--- config.mk ---
export PLATFORM = sky130hd
export DESIGN_NAME = axis_mux_top
export DESIGN_NICKNAME = d
export VERILOG_FILES = /design/src/hdl/axis_mux_pkg.sv /design/src/hdl/axis_mux_arbiter.sv /design/src/hdl/axis_mux_node.sv /design/src/hdl/axis_mux_tree.sv /design/src/hdl/axis_mux_top.sv
export SDC_FILE = /design/constraint.sdc
export NUM_CORES = 1
export LEC_CHECK = 0
export BUFFER_PORTS_ARGS = -buffer_cell sky130_fd_sc_hd__buf_2
export CAP_MARGIN = 20
export CORE_UTILIZATION = 50
export DETAILED_ROUTE_END_ITERATION = 8
export PLACE_DENSITY = 0.75
export SYNTH_ARGS = -nofsm -noshare
export SYNTH_HDL_FRONTEND = slang
export SYNTH_SLANG_ARGS = --single-unit
--- constraint.sdc ---
create_clock -name aclk -period 4.1 [get_ports aclk]
set_clock_uncertainty 0.05 [all_clocks]
set_input_delay 0 -clock aclk [delete_from_list [all_inputs] [get_ports aclk]]
set_output_delay 0 -clock aclk [all_outputs]
set_load 0.01 [all_outputs]
--- src/hdl/axis_mux_pkg.sv ---
`default_nettype none

package axis_mux_pkg;

    // ########################################################################
    // field widths
    // ########################################################################

    // payload width carried by every beat.
    localparam int axis_data_w = 16;

    // source tag width.
    // three bits cover eight sources, the largest tree supported.
    localparam int axis_src_w = 3;

    // ########################################################################
    // stream beat
    // ########################################################################

    // one beat on any stream link of the tree.
    // data sits in the upper bits, the source tag in the lowest bits.
    typedef struct packed {
        // packet payload.
        logic [axis_data_w-1:0] data;
        // marks the final beat of a packet.
        logic                   last;
        // index of the leaf the beat entered through.
        logic [axis_src_w-1:0]  src;
    } axis_beat_t;

    // ########################################################################
    // arbiter state
    // ########################################################################

    // idle picks a requester, the lock states hold a grant for a packet.
    typedef enum logic [1:0] {
        // no packet in progress, free to choose.
        arb_idle   = 2'd0,
        // input a is inside a packet.
        arb_lock_a = 2'd1,
        // input b is inside a packet.
        arb_lock_b = 2'd2
    } arb_state_t;

endpackage

`default_nettype wire

--- src/hdl/axis_mux_arbiter.sv ---
`timescale 1ns/100ps
`default_nettype none

module axis_mux_arbiter (
    input  logic aclk,
    input  logic rst,
    input  logic req_a,
    input  logic req_b,
    input  logic last_a,
    input  logic last_b,
    input  logic take,
    output logic grant_a,
    output logic grant_b
);
    import axis_mux_pkg::*;

    // current packet lock.
    arb_state_t state;
    arb_state_t state_next;
    // high when input b wins the next contested grant.
    logic       prio_b;
    // last flag of whichever input holds the grant.
    logic       last_granted;

    // ########################################################################
    // grant decision, combinational in the same cycle
    // ########################################################################

    always_comb begin
        grant_a = 1'b0;
        grant_b = 1'b0;
        case (state)
            // a locked grant stays even while its input pauses.
            arb_lock_a: grant_a = 1'b1;
            arb_lock_b: grant_b = 1'b1;
            default: begin
                if (req_a && req_b) begin
                    // both request, so the loser of the last packet goes first.
                    grant_a = !prio_b;
                    grant_b = prio_b;
                end else begin
                    grant_a = req_a;
                    grant_b = req_b;
                end
            end
        endcase
    end

    assign last_granted = grant_a ? last_a : last_b;

    // lock after a beat without last, release on the beat with last.
    always_comb begin
        state_next = state;
        if (take) begin
            if (last_granted) begin
                state_next = arb_idle;
            end else if (grant_a) begin
                state_next = arb_lock_a;
            end else begin
                state_next = arb_lock_b;
            end
        end
    end

    // ########################################################################
    // state and priority registers
    // ########################################################################

    always_ff @(posedge aclk) begin
        if (rst) begin
            state  <= arb_idle;
            // priority starts on input a.
            prio_b <= 1'b0;
        end else begin
            state <= state_next;
            // the side that just moved a beat yields the next tie.
            if (take) begin
                prio_b <= grant_a;
            end
        end
    end

endmodule

`default_nettype wire

--- src/hdl/axis_mux_node.sv ---
`timescale 1ns/100ps
`default_nettype none

module axis_mux_node (
    input  logic                     aclk,
    input  logic                     rst,
    input  axis_mux_pkg::axis_beat_t a_beat,
    input  logic                     a_valid,
    output logic                     a_ready,
    input  axis_mux_pkg::axis_beat_t b_beat,
    input  logic                     b_valid,
    output logic                     b_ready,
    output axis_mux_pkg::axis_beat_t out_beat,
    output logic                     out_valid,
    input  logic                     out_ready
);
    import axis_mux_pkg::*;

    // grants from the round-robin arbiter.
    logic       grant_a;
    logic       grant_b;
    // output slot can accept a beat this cycle.
    logic       slot_free;
    // a beat moves from an input into the slot.
    logic       take;
    // beat of the granted input.
    axis_beat_t sel_beat;

    // ########################################################################
    // input side handshake
    // ########################################################################

    // slot is free when empty or when its beat leaves this cycle.
    assign slot_free = !out_valid || out_ready;

    // only the granted input sees ready.
    assign a_ready = grant_a && slot_free;
    assign b_ready = grant_b && slot_free;

    // a locked grant may face an idle input, so valid is checked too.
    assign take = (a_valid && a_ready) || (b_valid && b_ready);

    assign sel_beat = grant_a ? a_beat : b_beat;

    // ########################################################################
    // arbitration
    // ########################################################################

    axis_mux_arbiter u_arbiter (
        .aclk    (aclk),
        .rst     (rst),
        .req_a   (a_valid),
        .req_b   (b_valid),
        .last_a  (a_beat.last),
        .last_b  (b_beat.last),
        .take    (take),
        .grant_a (grant_a),
        .grant_b (grant_b)
    );

    // ########################################################################
    // one-entry output register
    // ########################################################################

    // valid follows take whenever the slot reloads.
    always_ff @(posedge aclk) begin
        if (rst) begin
            out_valid <= 1'b0;
        end else if (slot_free) begin
            out_valid <= take;
        end
    end

    // payload holds while the slot waits on out_ready.
    always_ff @(posedge aclk) begin
        if (take) begin
            out_beat <= sel_beat;
        end
    end

endmodule

`default_nettype wire

--- src/hdl/axis_mux_tree.sv ---
`timescale 1ns/100ps
`default_nettype none

module axis_mux_tree #(
    parameter int inputs = 5
) (
    input  logic                     aclk,
    input  logic                     rst,
    input  axis_mux_pkg::axis_beat_t src_beat [inputs],
    input  logic [inputs-1:0]        src_valid,
    output logic [inputs-1:0]        src_ready,
    output axis_mux_pkg::axis_beat_t out_beat,
    output logic                     out_valid,
    input  logic                     out_ready
);
    import axis_mux_pkg::*;

    // tree depth, one level even for a single source.
    localparam int depth = (inputs >= 2) ? $clog2(inputs) : 1;
    // leaf count padded up to a power of two.
    localparam int leaves = 2**depth;
    // every link in heap order.
    // link 0 is the root output, leaves sit at the top of the range.
    localparam int links = 2 * leaves - 1;

    axis_beat_t       link_beat [links];
    logic [links-1:0] link_valid;
    logic [links-1:0] link_ready;

    // ########################################################################
    // leaves
    // ########################################################################

    for (genvar k = 0; k < leaves; k++) begin : g_leaf
        if (k < inputs) begin : g_real
            // the incoming tag is replaced by the leaf index.
            assign link_beat[leaves-1+k] = '{
                data: src_beat[k].data,
                last: src_beat[k].last,
                src:  axis_src_w'(k)
            };
            assign link_valid[leaves-1+k] = src_valid[k];
            assign src_ready[k] = link_ready[leaves-1+k];
        end else begin : g_pad
            // idle leaf, never requests.
            assign link_beat[leaves-1+k]  = '0;
            assign link_valid[leaves-1+k] = 1'b0;
        end
    end

    // ########################################################################
    // node levels
    // ########################################################################

    // level 0 is the root.
    // node idx takes links 2*idx+1 and 2*idx+2 and drives link idx.
    for (genvar lvl = 0; lvl < depth; lvl++) begin : g_level
        for (genvar n = 0; n < 2**lvl; n++) begin : g_node
            localparam int idx = 2**lvl - 1 + n;

            axis_mux_node u_node (
                .aclk      (aclk),
                .rst       (rst),
                .a_beat    (link_beat[2*idx+1]),
                .a_valid   (link_valid[2*idx+1]),
                .a_ready   (link_ready[2*idx+1]),
                .b_beat    (link_beat[2*idx+2]),
                .b_valid   (link_valid[2*idx+2]),
                .b_ready   (link_ready[2*idx+2]),
                .out_beat  (link_beat[idx]),
                .out_valid (link_valid[idx]),
                .out_ready (link_ready[idx])
            );
        end
    end

    // ########################################################################
    // root
    // ########################################################################

    // root link feeds the output stream.
    assign out_beat      = link_beat[0];
    assign out_valid     = link_valid[0];
    assign link_ready[0] = out_ready;

endmodule

`default_nettype wire

--- src/hdl/axis_mux_top.sv ---
`timescale 1ns/100ps
`default_nettype none

module axis_mux_top #(
    // number of packet sources, 1 to 8.
    parameter int inputs = 5
) (
    input  logic                     aclk,
    input  logic                     rst,
    // source streams, one lane per source.
    input  axis_mux_pkg::axis_beat_t src_beat [inputs],
    input  logic [inputs-1:0]        src_valid,
    output logic [inputs-1:0]        src_ready,
    // shared output stream.
    output axis_mux_pkg::axis_beat_t snk_beat,
    output logic                     snk_valid,
    input  logic                     snk_ready
);

    // ########################################################################
    // arbitration tree
    // ########################################################################

    // the sink stream is the root of the tree.
    // src tags on snk_beat name the source of each beat.
    axis_mux_tree #(
        .inputs (inputs)
    ) u_axis_mux_tree (
        .aclk      (aclk),
        .rst       (rst),
        .src_beat  (src_beat),
        .src_valid (src_valid),
        .src_ready (src_ready),
        .out_beat  (snk_beat),
        .out_valid (snk_valid),
        .out_ready (snk_ready)
    );

endmodule

`default_nettype wire

==> impl_metrics.tcl <==
set metrics [dict create \
    outcome "finished, final reports clean" \
    netlist_area_mm2 0.00570 \
    core-area_mm2 0.0110 \
    htree_levels 4 \
    power_mw 4.16 \
    hpwlAfterDp_um 7570 \
    power.density_mw_per_mm2 526 \
    cts-buffers-inserted 17 \
    syn_inst 425 \
    clock_tree.buffer_depth 2 \
    peakVddDrop_v 0.000300 \
    rows 38 \
    die_y_um 109 \
    synth_fp_nets 543 \
    drtIter0Drc 214 \
    insertion_delay_ns 0.42 \
    drc 0 \
    vias_per_cell 5.11 \
    chipWidth_um 109 \
    leakagePower_nw 3.17 \
    drt_pass1_iterations 6 \
    hold_viol_final 0 \
    crit_type "reg -> out" \
    fin_setup_tns_ns 0 \
    syn2layout_area_growth_pct 38.9 \
    cp-end-kind "output port" \
    netlist.area_leader.share_pct 58.5 \
    gr-total-overflow 0 \
    setup_violations 0 \
    synth_cell_type_count 44 \
    slew_viol_final 0 \
    tightest_slew_ns 0.941 \
    path_clk_slew_ns 0.06 \
    startpoint_type "flip-flop" \
    drive_gt1_share_pct 34.3 \
    start_util_pct 51.9 \
    grt_max_degree 26 \
    wl_per_cell_um 15.9 \
    antenna_found_initial 0 \
    period_needed_ns 2.80 \
    tritoncts "done" \
    n_antenna_cell 0 \
    yosys_register_bits 133 \
    relSlewSlack_pct 37.3 \
    worstPathRequired_ns 4.05 \
    synthMostInstantiatedCell "edfxtp_1" \
    syn_area_per_cell_um2 13.4 \
    synth-edff-count 111 \
    antenna_left 0 \
    yosys_warnings 0 \
    root_buffer "clkbuf_16" \
    yosys.area.top_type "edfxtp_1" \
    clkSinkCount 133 \
    fmax_mhz 357 \
    hold_path_class "in -> reg" \
    fin_util_pct 72.0 \
    worstPathArrival_ns 2.75 \
    synth-main-ff-cell "edfxtp_1" \
    vias 4054 \
    cts_resized 0 \
    grt_pass1_vias 4083 \
    synthArstFlopShare_pct 0 \
    nFillCells 699 \
    wl_um 12600 \
    final_nets 759 \
    grt_pass1_wl_um 19700 \
    die-area_mm2 0.0118 \
    finalCritPeriodShare_pct 68.2 \
    synth.area.top_cells "edfxtp_1, mux2_2, dfxtp_1, nand2_1, nor2b_1" \
    drv_cap 0 \
    port_buffers 118 \
    ys_top_cells_by_count "edfxtp_1, nand2_1, mux2_2, dfxtp_1, nor2b_1" \
    rsz0062_at_grt "false" \
    yosysSeqAreaShare_pct 66.2 \
    design.portCount 134 \
    gp_congestion 0.809 \
    fin_hold_ws_ns 0.0357 \
    critPathMaxFanout 23 \
    grtUsageTotal_pct 22.9 \
]
==> routing by layer <==
layer / global-route usage (%) / part of all wire [%] / vias up
li1: - / - / 1962
met3: 6.16 / 5.3 / 26
met5: 0 / 0 / -
met2: 37.9 / 51 / 152
met4: 11.5 / 2.7 / 0
met1: 27.8 / 41 / 1914
==> path summary, 6_finish.rpt <==
path | cells after the start | start | slack (ns) | end
setup / recovery | 8 | flip-flop | 1.30 | src_ready[0]
hold / removal | 5 | src_valid[0] | 0.04 | flip-flop
setup reg to reg | 7 | flip-flop | 1.38 | flip-flop
hold reg to reg | 0 | flip-flop | 0.36 | flip-flop
==> what timing repair did <==
action                                 in CTS  in global routing
hold buffers                               92                  0
endpoints found under the hold margin      65                  0
buffers inserted                            0                  0
==> metrics by stage <==
stage / worst slack [ns] / cell area, um^2 / std cells
after floorplan: 1.01 / 5700 / 425
after global placement: 1.44 / 6420 / 668
after detailed placement: 1.37 / 6420 / 668
after CTS: 0.920 / 7880 / 792
after global routing: 1.15 / 7910 / 794
final: 1.30 / 7910 / 794
==> where the power goes <==
group          switching [mW]  leakage, nW  total, mW  internal [mW]
sequential             0.0951         1.25       1.90           1.81
clock                   0.551        0.267       1.38          0.825
combinational           0.470         1.65      0.881          0.411
total                    1.12         3.17       4.16           3.04
==> flip-flops by register name, indices dropped and copies added, names as in the netlist <==
| signal | count |
|---|---|
| u_axis_mux_tree.g_level.g_node.u_node.u_arbiter.prio_b | 4 |
| u_axis_mux_tree.g_level.g_node.u_node.u_arbiter.state | 12 |
| u_axis_mux_tree.g_level.g_node.u_node.out_valid | 6 |
| u_axis_mux_tree.g_level.g_node.u_node.out_beat | 111 |
==> area by class of cell <==
type	instances	area (um^2)	area share, %
flip-flops and latches	133	3770	47.7
repair buffers	218	1590	20.1
inverters	18	67.6	0.854
clock inverters	14	114	1.44
clock buffers	18	429	5.42
well taps	140	175	2.21
multi-input cells	253	1770	22.3
==> critical path, cell delays in order, from the launching register on <==
cell and delay, ns:
dfxtp_1 0.35, inv_1 0.06, ha_1 0.36, nand2_1 0.12, o22a_2 0.43, o21ai_0 0.49
nand2_1 0.14, a21oi_1 0.23, buf_2 0.17
==> cell families after synthesis <==
group	count (synthesis)	share of synthesized area (%)
DFF	133	66.2
buffers and inverters	39	3.16
AOI/OAI and AO/OA	49	5.93
adders and majority gates	10	2.20
muxes	54	10.6
and+or+nand+nor	140	11.9
==> cell usage in the layout, fill, tap and decap left out, types with 2 or more instances in the layout <==
master         netlist  routed
buf_2                6     118
edfxtp_1           111     111
dlygate4sd3_1        0      92
nand2_1             66      66
mux2_2              51      51
nor2b_1             22      22
dfxtp_1             22      22
inv_1               18      18
nor2_1              18      18
clkbuf_16            0      17
a21oi_1             14      14
o21ai_0             11      11
ha_1                10      10
and2_1               6       6
nand2b_1             6       6
nor3_1               6       6
clkinv_2             0       6
buf_4                5       6
o31ai_1              4       4
clkinv_4             0       4
a211oi_1             3       3
a31o_2               3       3
mux2i_1              3       3
nand3b_1             2       2
or2_2                2       2
nand4_1              2       2
nand3_1              2       2
a31oi_2              0       2
clkinvlp_4           0       2
buf_8                0       2
(Power assumes the default switching activity.)
